**src/common/fetch_pkg.sv**
```systemverilog
package fetch_pkg;

  //////////////////////////////////////////////////
  // sizing
  //////////////////////////////////////////////////

  // width of an instruction word and of an address
  localparam int unsigned word_w = 32;

  // number of buffer entries (never below two)
  localparam int unsigned fifo_depth = 2;

  // one bit more than an index so a full buffer can be counted
  localparam int unsigned fifo_cnt_w = $clog2(fifo_depth) + 1;

  // usage at which no new sequential fetch is started
  localparam int unsigned alm_full_th = fifo_depth - 1;

  //////////////////////////////////////////////////
  // controller and core side types
  //////////////////////////////////////////////////

  typedef enum logic [2:0] {
    idle         = 3'd0,
    wait_gnt     = 3'd1,
    wait_rvalid  = 3'd2,
    wait_aborted = 3'd3,
    wait_fault   = 3'd4
  } fetch_state_e;

  // redirect request from the core
  typedef struct packed {
    logic              valid;
    logic [word_w-1:0] target;
  } branch_t;

  // word handed to the core
  typedef struct packed {
    logic              valid;
    logic [word_w-1:0] instr;
  } fetch_out_t;

endpackage

```
**src/common/ibus_pkg.sv**
```systemverilog
package ibus_pkg;

  //////////////////////////////////////////////////
  // instruction memory bus
  //////////////////////////////////////////////////

  // byte address, always word aligned on the bus
  localparam int unsigned addr_w = 32;

  // read data width
  localparam int unsigned data_w = 32;

  // request side, held until gnt
  typedef struct packed {
    logic              req;
    logic [addr_w-1:0] addr;
  } ibus_req_t;

  // response side
  // err comes together with gnt for the request of that cycle
  // a faulting grant is never followed by rvalid
  typedef struct packed {
    logic              gnt;
    logic              err;
    logic              rvalid;
    logic [data_w-1:0] rdata;
  } ibus_rsp_t;

endpackage

```
**src/logic/instr_fifo.sv**
```systemverilog
`timescale 1ns/1ps

module instr_fifo #(
  parameter int unsigned depth = fetch_pkg::fifo_depth
) (
  input  logic                               clk,
  input  logic                               rst_n,

  input  logic                               flush_i,
  input  logic                               push_i,
  input  logic                               pop_i,
  input  logic [fetch_pkg::word_w-1:0]       wdata_i,

  output logic [fetch_pkg::word_w-1:0]       rdata_o,
  output logic                               empty_o,
  output logic                               full_o,
  output logic [fetch_pkg::fifo_cnt_w-1:0]   usage_o
);

  // pointer index and entry count widths for this depth
  localparam int unsigned ptr_w = $clog2(depth);
  localparam int unsigned cnt_w = $clog2(depth) + 1;

  // storage, payload only
  logic [fetch_pkg::word_w-1:0]  mem_q [depth];

  logic [ptr_w-1:0]              rd_ptr_q;
  logic [ptr_w-1:0]              wr_ptr_q;
  logic [cnt_w-1:0]              cnt_q;

  logic                          do_push;
  logic                          do_pop;

  // wrap at depth, which need not be a power of two
  function automatic logic [ptr_w-1:0] next_ptr(input logic [ptr_w-1:0] ptr);
    if (ptr == ptr_w'(depth - 1)) begin
      return '0;
    end
    return ptr + 1'b1;
  endfunction

  assign empty_o = (cnt_q == '0);
  assign full_o  = (cnt_q == cnt_w'(depth));
  assign usage_o = fetch_pkg::fifo_cnt_w'(cnt_q);

  // head of the queue, no fall through
  assign rdata_o = mem_q[rd_ptr_q];

  // flush wins over both sides
  assign do_pop  = pop_i & ~empty_o & ~flush_i;
  // a full buffer still takes a word when the head leaves
  assign do_push = push_i & ~flush_i & (~full_o | do_pop);

  always_ff @(posedge clk or negedge rst_n) begin
    if (!rst_n) begin
      rd_ptr_q <= '0;
      wr_ptr_q <= '0;
      cnt_q    <= '0;
    end else if (flush_i) begin
      rd_ptr_q <= '0;
      wr_ptr_q <= '0;
      cnt_q    <= '0;
    end else begin
      if (do_push) begin
        wr_ptr_q <= next_ptr(wr_ptr_q);
      end
      if (do_pop) begin
        rd_ptr_q <= next_ptr(rd_ptr_q);
      end
      // count only moves when one side acts alone
      case ({do_push, do_pop})
        2'b10:   cnt_q <= cnt_q + 1'b1;
        2'b01:   cnt_q <= cnt_q - 1'b1;
        default: cnt_q <= cnt_q;
      endcase
    end
  end

  always_ff @(posedge clk) begin
    if (do_push) begin
      mem_q[wr_ptr_q] <= wdata_i;
    end
  end

endmodule

```
**src/logic/fetch_ctrl.sv**
```systemverilog
`timescale 1ns/1ps

module fetch_ctrl (
  input  logic                               clk,
  input  logic                               rst_n,

  // core side control
  input  logic                               req_i,
  input  fetch_pkg::branch_t                 branch_i,
  input  logic                               ready_i,

  // instruction memory bus
  output ibus_pkg::ibus_req_t                ibus_req_o,
  input  ibus_pkg::ibus_rsp_t                ibus_rsp_i,

  // buffer control
  output logic                               fifo_push_o,
  output logic                               fifo_pop_o,
  output logic                               fifo_flush_o,
  output logic [fetch_pkg::word_w-1:0]       fifo_wdata_o,
  input  logic [fetch_pkg::word_w-1:0]       fifo_rdata_i,
  input  logic                               fifo_empty_i,
  input  logic [fetch_pkg::fifo_cnt_w-1:0]   fifo_usage_i,

  // core side data and status
  output fetch_pkg::fetch_out_t              fetch_o,
  output logic                               fetch_failed_o,
  output logic                               busy_o
);

  fetch_pkg::fetch_state_e          state_q;
  fetch_pkg::fetch_state_e          state_d;
  fetch_pkg::fetch_state_e          issue_next;

  // last address put on the bus (or pending branch target)
  logic [fetch_pkg::word_w-1:0]     addr_q;
  logic                             addr_upd;

  logic [fetch_pkg::word_w-1:0]     seq_addr;
  logic [fetch_pkg::word_w-1:0]     tgt_addr;

  logic                             fifo_valid;
  logic                             fifo_ready;
  logic                             rsp_live;

  //////////////////////////////////////////////////
  // addresses
  //////////////////////////////////////////////////

  // next word after the last issued one
  assign seq_addr = {addr_q[fetch_pkg::word_w-1:2], 2'b00} + fetch_pkg::word_w'(4);

  // branch targets are forced onto a word boundary
  assign tgt_addr = {branch_i.target[fetch_pkg::word_w-1:2], 2'b00};

  //////////////////////////////////////////////////
  // buffer status
  //////////////////////////////////////////////////

  assign fifo_valid = ~fifo_empty_i;

  // below the threshold the one outstanding word always finds a free slot
  assign fifo_ready = (fifo_usage_i < fetch_pkg::fifo_cnt_w'(fetch_pkg::alm_full_th));

  // returned word that belongs to the current stream
  // a branch in the same cycle makes it stale
  assign rsp_live = ibus_rsp_i.rvalid & (state_q == fetch_pkg::wait_rvalid)
                  & ~branch_i.valid;

  // where a request raised in this cycle leads
  always_comb begin
    if (!ibus_rsp_i.gnt) begin
      issue_next = fetch_pkg::wait_gnt;
    end else if (ibus_rsp_i.err) begin
      // access fault, no rvalid will follow
      issue_next = fetch_pkg::wait_fault;
    end else begin
      issue_next = fetch_pkg::wait_rvalid;
    end
  end

  //////////////////////////////////////////////////
  // fetch FSM
  //////////////////////////////////////////////////

  always_comb begin
    state_d         = state_q;
    ibus_req_o.req  = 1'b0;
    ibus_req_o.addr = addr_q;
    addr_upd        = 1'b0;

    unique case (state_q)
      // nothing outstanding
      fetch_pkg::idle: begin
        ibus_req_o.addr = branch_i.valid ? tgt_addr : seq_addr;
        if (branch_i.valid || (req_i && fifo_ready)) begin
          ibus_req_o.req = 1'b1;
          addr_upd       = 1'b1;
          state_d        = issue_next;
        end
      end

      // request raised, address held until the grant
      fetch_pkg::wait_gnt: begin
        ibus_req_o.req = 1'b1;
        // a branch may still swap the address
        if (branch_i.valid) begin
          ibus_req_o.addr = tgt_addr;
          addr_upd        = 1'b1;
        end
        state_d = issue_next;
      end

      // granted, word still on its way
      fetch_pkg::wait_rvalid: begin
        if (ibus_rsp_i.rvalid) begin
          if (branch_i.valid) begin
            // old word dropped, go straight to the target
            ibus_req_o.req  = 1'b1;
            ibus_req_o.addr = tgt_addr;
            addr_upd        = 1'b1;
            state_d         = issue_next;
          end else if (req_i && fifo_ready) begin
            // back to back sequential fetch
            ibus_req_o.req  = 1'b1;
            ibus_req_o.addr = seq_addr;
            addr_upd        = 1'b1;
            state_d         = issue_next;
          end else begin
            state_d = fetch_pkg::idle;
          end
        end else if (branch_i.valid) begin
          // remember the target, the stale word must come back first
          ibus_req_o.addr = tgt_addr;
          addr_upd        = 1'b1;
          state_d         = fetch_pkg::wait_aborted;
        end
      end

      // stale word outstanding, addr_q holds the target
      fetch_pkg::wait_aborted: begin
        if (branch_i.valid) begin
          ibus_req_o.addr = tgt_addr;
          addr_upd        = 1'b1;
        end
        if (ibus_rsp_i.rvalid) begin
          ibus_req_o.req = 1'b1;
          state_d        = issue_next;
        end
      end

      // parked after an access fault until the core branches
      fetch_pkg::wait_fault: begin
        if (branch_i.valid) begin
          ibus_req_o.req  = 1'b1;
          ibus_req_o.addr = tgt_addr;
          addr_upd        = 1'b1;
          state_d         = issue_next;
        end
      end

      default: begin
        state_d = fetch_pkg::idle;
      end
    endcase
  end

  always_ff @(posedge clk or negedge rst_n) begin
    if (!rst_n) begin
      state_q <= fetch_pkg::idle;
      addr_q  <= '0;
    end else begin
      state_q <= state_d;
      if (addr_upd) begin
        addr_q <= ibus_req_o.addr;
      end
    end
  end

  //////////////////////////////////////////////////
  // buffer control and output select
  //////////////////////////////////////////////////

  // every branch empties the buffer
  assign fifo_flush_o = branch_i.valid;

  // park the word unless the core takes it on the bypass path
  assign fifo_push_o  = rsp_live & (fifo_valid | ~ready_i);
  assign fifo_wdata_o = ibus_rsp_i.rdata;

  // head leaves on a handshake
  assign fifo_pop_o   = fifo_valid & ready_i & ~branch_i.valid;

  always_comb begin
    if (fifo_valid) begin
      // oldest buffered word first
      fetch_o.valid = ~branch_i.valid;
      fetch_o.instr = fifo_rdata_i;
    end else begin
      // empty buffer, word goes through in its rvalid cycle
      fetch_o.valid = rsp_live;
      fetch_o.instr = ibus_rsp_i.rdata;
    end
  end

  //////////////////////////////////////////////////
  // status
  //////////////////////////////////////////////////

  // fault shows only once the good words ahead of it are gone
  assign fetch_failed_o = (state_q == fetch_pkg::wait_fault) & ~fetch_o.valid
                        & ~branch_i.valid;

  assign busy_o = (state_q != fetch_pkg::idle) | ibus_req_o.req;

endmodule

```
**src/logic/fetch_top.sv**
```systemverilog
`timescale 1ns/1ps

module fetch_top (
  input  logic                   clk,
  input  logic                   rst_n,

  // from the core
  input  logic                   req_i,
  input  fetch_pkg::branch_t     branch_i,
  input  logic                   ready_i,

  // to the core
  output fetch_pkg::fetch_out_t  fetch_o,
  output logic                   fetch_failed_o,
  output logic                   busy_o,

  // instruction memory
  output ibus_pkg::ibus_req_t    ibus_req_o,
  input  ibus_pkg::ibus_rsp_t    ibus_rsp_i
);

  //////////////////////////////////////////////////
  // controller to buffer
  //////////////////////////////////////////////////

  logic                              fifo_push;
  logic                              fifo_pop;
  logic                              fifo_flush;
  logic [fetch_pkg::word_w-1:0]      fifo_wdata;
  logic [fetch_pkg::word_w-1:0]      fifo_rdata;
  logic                              fifo_empty;
  logic [fetch_pkg::fifo_cnt_w-1:0]  fifo_usage;

  fetch_ctrl fetch_ctrl_i (
    .clk            (clk),
    .rst_n          (rst_n),
    .req_i          (req_i),
    .branch_i       (branch_i),
    .ready_i        (ready_i),
    .ibus_req_o     (ibus_req_o),
    .ibus_rsp_i     (ibus_rsp_i),
    .fifo_push_o    (fifo_push),
    .fifo_pop_o     (fifo_pop),
    .fifo_flush_o   (fifo_flush),
    .fifo_wdata_o   (fifo_wdata),
    .fifo_rdata_i   (fifo_rdata),
    .fifo_empty_i   (fifo_empty),
    .fifo_usage_i   (fifo_usage),
    .fetch_o        (fetch_o),
    .fetch_failed_o (fetch_failed_o),
    .busy_o         (busy_o)
  );

  // controller works from the usage count, full stays open
  instr_fifo #(
    .depth (fetch_pkg::fifo_depth)
  ) instr_fifo_i (
    .clk     (clk),
    .rst_n   (rst_n),
    .flush_i (fifo_flush),
    .push_i  (fifo_push),
    .pop_i   (fifo_pop),
    .wdata_i (fifo_wdata),
    .rdata_o (fifo_rdata),
    .empty_o (fifo_empty),
    .full_o  (),
    .usage_o (fifo_usage)
  );

endmodule

```
**config.mk**
```make
export PLATFORM = sky130hd
export DESIGN_NAME = fetch_top
export DESIGN_NICKNAME = d
export VERILOG_FILES = /design/src/common/fetch_pkg.sv /design/src/common/ibus_pkg.sv /design/src/logic/instr_fifo.sv /design/src/logic/fetch_ctrl.sv /design/src/logic/fetch_top.sv
export SDC_FILE = /design/constraint.sdc
export NUM_CORES = 1
export LEC_CHECK = 0
export ABC_AREA = 1
export BUFFER_PORTS_ARGS = -buffer_cell sky130_fd_sc_hd__buf_2
export CORE_MARGIN = 3
export CORE_UTILIZATION = 45
export DETAILED_ROUTE_END_ITERATION = 8
export HOLD_SLACK_MARGIN = 0.06
export PLACE_DENSITY = 0.77
export REMOVE_ABC_BUFFERS = 1
export SLEW_MARGIN = 15
export SYNTH_ARGS = -nofsm -noshare
export SYNTH_HDL_FRONTEND = slang
export SYNTH_SLANG_ARGS = --single-unit
export TNS_END_PERCENT = 5
```
**constraint.sdc**
```tcl
create_clock -name clk -period 4.1 [get_ports clk]
set_clock_uncertainty 0.05 [all_clocks]
set_input_delay 0.615 -clock clk [delete_from_list [all_inputs] [get_ports clk]]
set_output_delay 0.615 -clock clk [all_outputs]
set_load 0.02 [all_outputs]
```
Word level (Yosys, flattened, before mapping)
Memories as Yosys holds them, arrays and structs flattened.
Index checks and enable logic that the tools add are counted.
{"block": "word_totals", "inputBits": 72, "elab_cells": 96, "mem_bits_rw": 64, "regBits": 39, "mem_count": 1, "out_inout_bits": 68}
{"memory": "instr_fifo_i.mem_q", "words": 2, "word_bits": 32, "rd": 1, "rd_ports_with_merged_regs": 0, "write_ports": 1, "line": "instr_fifo.sv:25", "text": "logic [fetch_pkg::word_w-1:0] mem_q [depth];"}
{"block": "classes", "n_lt_le_gt_ge": 1, "eq_ne": 11, "muxes": 44, "addsub": 5, "bitwise_logic": 19, "n_reduce_logical": 10}
{"op": "$pmux W33 S5", "count": 1}
{"op": "$mux W33", "count": 4}
{"op": "$mux W32", "count": 3}
{"op": "$add A32 B3 Y32 const B", "count": 1}
{"op": "$mux W3", "count": 9}
{"op": "$mux W1", "count": 23}
{"op": "$pmux W3 S5", "count": 1}
{"op": "$and A1 B1 Y1", "count": 11}
{"op": "$eq A3 B2 Y1 const B", "count": 2}
{"op": "$reduce_bool A3 Y1", "count": 2}
{"op": "$not A1 Y1", "count": 5}
{"op": "$eq A2 B2 Y1 const B", "count": 2}
{"op": "$ne A2 B2 Y1 const B", "count": 2}
{"op": "$pmux W2 S2", "count": 1}
{"op": "$reduce_and A4 Y1", "count": 1}
{"op": "$reduce_bool A2 Y1", "count": 2}
{"op": "$eq A3 B1 Y1 const B", "count": 1}
{"op": "$eq A3 B3 Y1 const B", "count": 1}
{"op": "$logic_not A3 Y1", "count": 1}
{"op": "$ne A3 B3 Y1 const B", "count": 1}
{"op": "$or A1 B1 Y1", "count": 3}
{"op": "$pmux W1 S3", "count": 1}
{"op": "$reduce_or A3 Y1", "count": 1}
{"op": "$add A1 B1 Y1 const B", "count": 2}
{"op": "other kinds (9)", "count": 9}

Logic depth before layout (Yosys ltp)
{"block": "logic_depth", "ltp_word": 13, "depth_mapped": 15, "mapped_depth_nobuf": 15}

Hierarchy
A second synthesis with hierarchy kept.
{"block": "unflattened", "hier_cells": 1127, "hier_area_um2": 7425.9}
{"mod": "fetch_ctrl", "area_per_inst_um2": 4832.1, "instances": 1, "seq_area_each_um2": 875.8, "cells_per_inst": 921}
{"mod": "instr_fifo", "area_per_inst_um2": 2593.7, "instances": 1, "seq_area_each_um2": 2021.9, "cells_per_inst": 206}

Least setup slack after synthesis
No wires, ideal clock.
{"block": "synth_path", "path_type": "input -> register", "from": "input port branch_i[32] (netlist name)", "to": "memory instr_fifo_i.mem_q[1][0] (netlist name) (enable)", "t_arrival_ns": 2.579, "setup_time_ns": 0.422, "path_slack_ns": 1.049, "n_path_buf": 1, "path_stages": 6, "t_required_ns": 3.628, "path_cell_list": "buf_4 -> inv_2 -> nand3_1 -> o21ai_0 -> nand2_1 -> nor2_1"}
{"block": "synth_between", "elab_chain_cells": 8, "elab_cells_between_ends": 11, "cone_classes": "mux: 2; bitwise: 9"}
{"element": "start, declared", "line": "fetch_top.sv:9", "text": "input fetch_pkg::branch_t branch_i,"}
{"element": "$not A1 Y1 (*)"}
{"element": "$and A1 B1 Y1", "line": "fetch_ctrl.sv:192", "text": "assign fifo_pop_o = fifo_valid & ready_i & ~branch_i.valid;"}
{"element": "$and A1 B1 Y1 (2 in a row)", "line": "instr_fifo.sv:50", "text": "assign do_pop = pop_i & ~empty_o & ~flush_i;"}
{"element": "$or A1 B1 Y1", "line": "instr_fifo.sv:52", "text": "assign do_push = push_i & ~flush_i & (~full_o | do_pop);"}
{"element": "$and A1 B1 Y1 (*)", "line": "instr_fifo.sv:52"}
{"element": "$mux W1 (*)", "line": "instr_fifo.sv:80", "text": "if (do_push) begin"}
{"element": "$mux W1 (implied by the code) (*)", "line": "instr_fifo.sv:81", "text": "mem_q[wr_ptr_q] <= wdata_i;"}
{"element": "end, declared", "line": "instr_fifo.sv:25"}
Mark *: on every way between the ends. The rest lies on a longest branch, timed or not.

==> reports/metrics.cfg <==
[logic_synthesis]
synth_flop_cell=edfxtp_1
ys_seq_area_frac=0.409
syn_avg_cell_area_um2=6.93
synth_top_cells_by_count=nand2_1, nor2_1, a21oi_1, inv_1, nand3_1
synth-edff-count=64
synth_mux_area_frac=0
syn_inst=1022
ys_seq_elements=103
synth_xor_area_frac=0.00124
synth_top_family_by_area=simple AND/OR/NAND/NOR gates
ys_warn_count=0
synth_area_um2=7080
yosysMostFrequentCell=nand2_1
yosys.area.top_type=edfxtp_1
synth_compound_area_frac=0.175
synth-adder-area-share=0.00884
yosys.area_share.simple=0.329
synth_cell_types=44
async_flop_share=0.379
netlist_top_cells_area=edfxtp_1, nand2_1, dfrtp_1
synth_top_area_frac=0.272

[hold_path]
min_path_type=primary input to async pin

[setup_path]
arrival_ps=2660
cp.required_ps=3430
criticalPathCategory=flip-flop to primary output
endpoint_kind=primary output
worstReg2RegStart=instr_fifo_i.usage_o[0]$_DFFE_PN0P_
regToRegSetupSlack_ps=1120
worstSetupStartpointType=flip-flop
worst-path-max-fanout=21
r2r_end=fetch_ctrl_i.addr_q[11]$_DFFE_PN0P_
rr_worst_depth=8

[flow_run]
drv_cap=0

[sta]
period_needed_ps=3330
rsz0062_at_grt=false
hold_ws_ps=389
slew_headroom=0.302
setup_viol=0
max_freq_mhz=301
min_period_over_period=0.811
timing_hold_violations_final=0
drv_slew=0
fin_setup_tns_ps=0
tightest_slew_ps=1050

[clock_tree]
cts.sinks=103
postCtsSetupBuffers=0
cts_buffers=9
clk_pin_slew_ps=80
cts_resized=0
ctsHtreeMaxLevel=3
clock_tree.buffer_depth=2
cts_tree=done
clk_latency_ps=360
cts_hold_buf=0
root_buffer=clkbuf_16

[floorplanning]
die_w_um=131
io_pins=140
start_util=0.462
core_um2=15300
die_h_um=131
dieArea_um2=17300
fp-row-count=45

[power_and_ir_drop]
p_int_mw=2.91
pwr-share-clk=0.147
comb_power_share=0.594
leakage_nw=3.70
vdd_ir_drop_max_v=0.000465
power_density_nw_per_um2=730
switching_power_mw=3.09
swShare=0.515
pwr-share-seq=0.259

[placement]
routabilityCongestion=0.923
hpwl_um=14300
place_area_um2=7930
io_buffers=137

[route]
dr.pass1.iters=5
vias=7379
postRouteAntennaNets=0
wl_per_cell_um=15.5
via_per_inst=5.45
initialDrtViolationCount=572
drc_errors=0
routed_wl_um=21000

[layout]
final_cell_area_um2=8220
multi_input_area_um2=3640
antenna_cells=0
nFillCells=1511
fin_nets=1214
drive_gt1_frac=0.186
seq_area_um2=2900
area_growth_syn_to_layout_pct=16.2

[global_route]
grt_pass1_wl_um=33900
grt_overflow=0
antenna_found_initial=1
gr-usage-all-layers=0.239
first_global_vias=6861
grt_max_degree=40

[outcome]
status=completed

## metrics by stage
step / cells / power (mW) / setup WS [ps] / util
floorplan: 973 / 3.96 / 259 / -
global placement: 1337 / 5.03 / 1030 / 0.518
detailed placement: 1337 / 5.10 / 993 / 0.518
CTS: 1353 / 5.99 / 794 / 0.537
global route: 1353 / 6.48 / 518 / 0.537
finish: 1353 / 6.00 / 773 / 0.537
## state kept, by name, indices dropped and copies added (netlist names)
register               flops
instr_fifo_i.usage_o       2
fetch_ctrl_i.state_q       3
instr_fifo_i.mem_q        64
instr_fifo_i.wr_ptr_q      1
instr_fifo_i.rd_ptr_q      1
fetch_ctrl_i.addr_q       32
## how the worst max path moves through the flow
| stage | startpoint | to |
|---|---|---|
| 3_5_place_dp | branch_i[32] | fetch_ctrl_i.addr_q[11]$_DFFE_PN0P_ |
| 6_report | fetch_ctrl_i.state_q[2]$_DFFE_PN0P_ | ibus_req_o[14] |
| 3_3_place_gp | branch_i[32] | fetch_ctrl_i.addr_q[11]$_DFFE_PN0P_ |
| 5_1_grt | fetch_ctrl_i.state_q[2]$_DFFE_PN0P_ | ibus_req_o[9] |
| 4_1_cts | fetch_ctrl_i.state_q[2]$_DFFE_PN0P_ | ibus_req_o[9] |
| 2_1_floorplan | instr_fifo_i.usage_o[0]$_DFFE_PN0P_ | instr_fifo_i.mem_q[1][0]$_DFFE_PP_ |
## metal layers
layer  vias to the layer above  share of wire  GRT usage
li1                       3609              -          -
met1                      3436           0.44      0.314
met2                       298           0.47      0.405
met3                        34          0.071     0.0429
met4                         2          0.018     0.0648
met5                         -        0.00033          0
## cells by family after synthesis
family | after synthesis
XOR/XNOR | 1
adder cells (fa/ha/maj) | 5
flip-flops | 103
buffers and inverters | 133
AND/OR/NAND/NOR | 557
AO/OA/AOI/OAI | 223
## layout make-up
class	count	share of cell area
Timing Repair Buffer	153	0.0980
Clock buffer	11	0.0283
Clock inverter	5	0.00776
Inverter	84	0.0383
Sequential cell	103	0.352
Multi-Input combinational cell	786	0.443
Tap cell	211	0.0321
## power by group through the flow
stage	combinational (mW)	clock, mW	sequential (mW)
6_report	3.56	0.885	1.55
4_1_cts	3.55	0.896	1.55
5_1_grt	3.95	0.940	1.58
3_5_place_dp	3.53	0	1.57
2_1_floorplan	2.44	0	1.51
3_3_place_gp	3.47	0	1.56
## placed cells by master, fill, tap and decap left out, types with 2 or more instances in the layout
| cell type | netlist | final |
|---|---|---|
| a21boi_0 | 3 | 3 |
| a21boi_1 | 4 | 4 |
| a21oi_1 | 140 | 140 |
| a31oi_1 | 5 | 5 |
| a32oi_1 | 2 | 2 |
| and2_1 | 3 | 3 |
| buf_2 | 22 | 137 |
| buf_4 | 4 | 16 |
| clkbuf_1 | 21 | 2 |
| clkbuf_16 | 0 | 9 |
| dfrtp_1 | 39 | 39 |
| edfxtp_1 | 64 | 64 |
| ha_1 | 5 | 5 |
| inv_1 | 75 | 75 |
| inv_2 | 9 | 9 |
| inv_6 | 0 | 2 |
| nand2_1 | 294 | 294 |
| nand2_2 | 11 | 11 |
| nand3_1 | 67 | 67 |
| nand3_2 | 2 | 2 |
| nand3b_1 | 5 | 5 |
| nand4_1 | 3 | 3 |
| nor2_1 | 149 | 147 |
| nor2_2 | 9 | 11 |
| nor2_4 | 5 | 5 |
| nor3_1 | 4 | 4 |
| o2111ai_1 | 2 | 2 |
| o211ai_1 | 3 | 3 |
| o21a_1 | 9 | 9 |
| o21ai_0 | 31 | 31 |
| o21ai_1 | 7 | 7 |
| o22ai_1 | 7 | 7 |
| o31ai_1 | 2 | 2 |
| or2_2 | 3 | 3 |
## worst max-delay path, stage by stage, from the launching register on
cell and delay, ps:
dfrtp_1 430, inv_2 130, nand3_2 470, inv_1 260, nand2_2 80, nand2_2 190
inv_1 130, nor2_1 110, nor3_1 60, a21oi_1 230, buf_2 220
(Power assumes the default switching activity.)
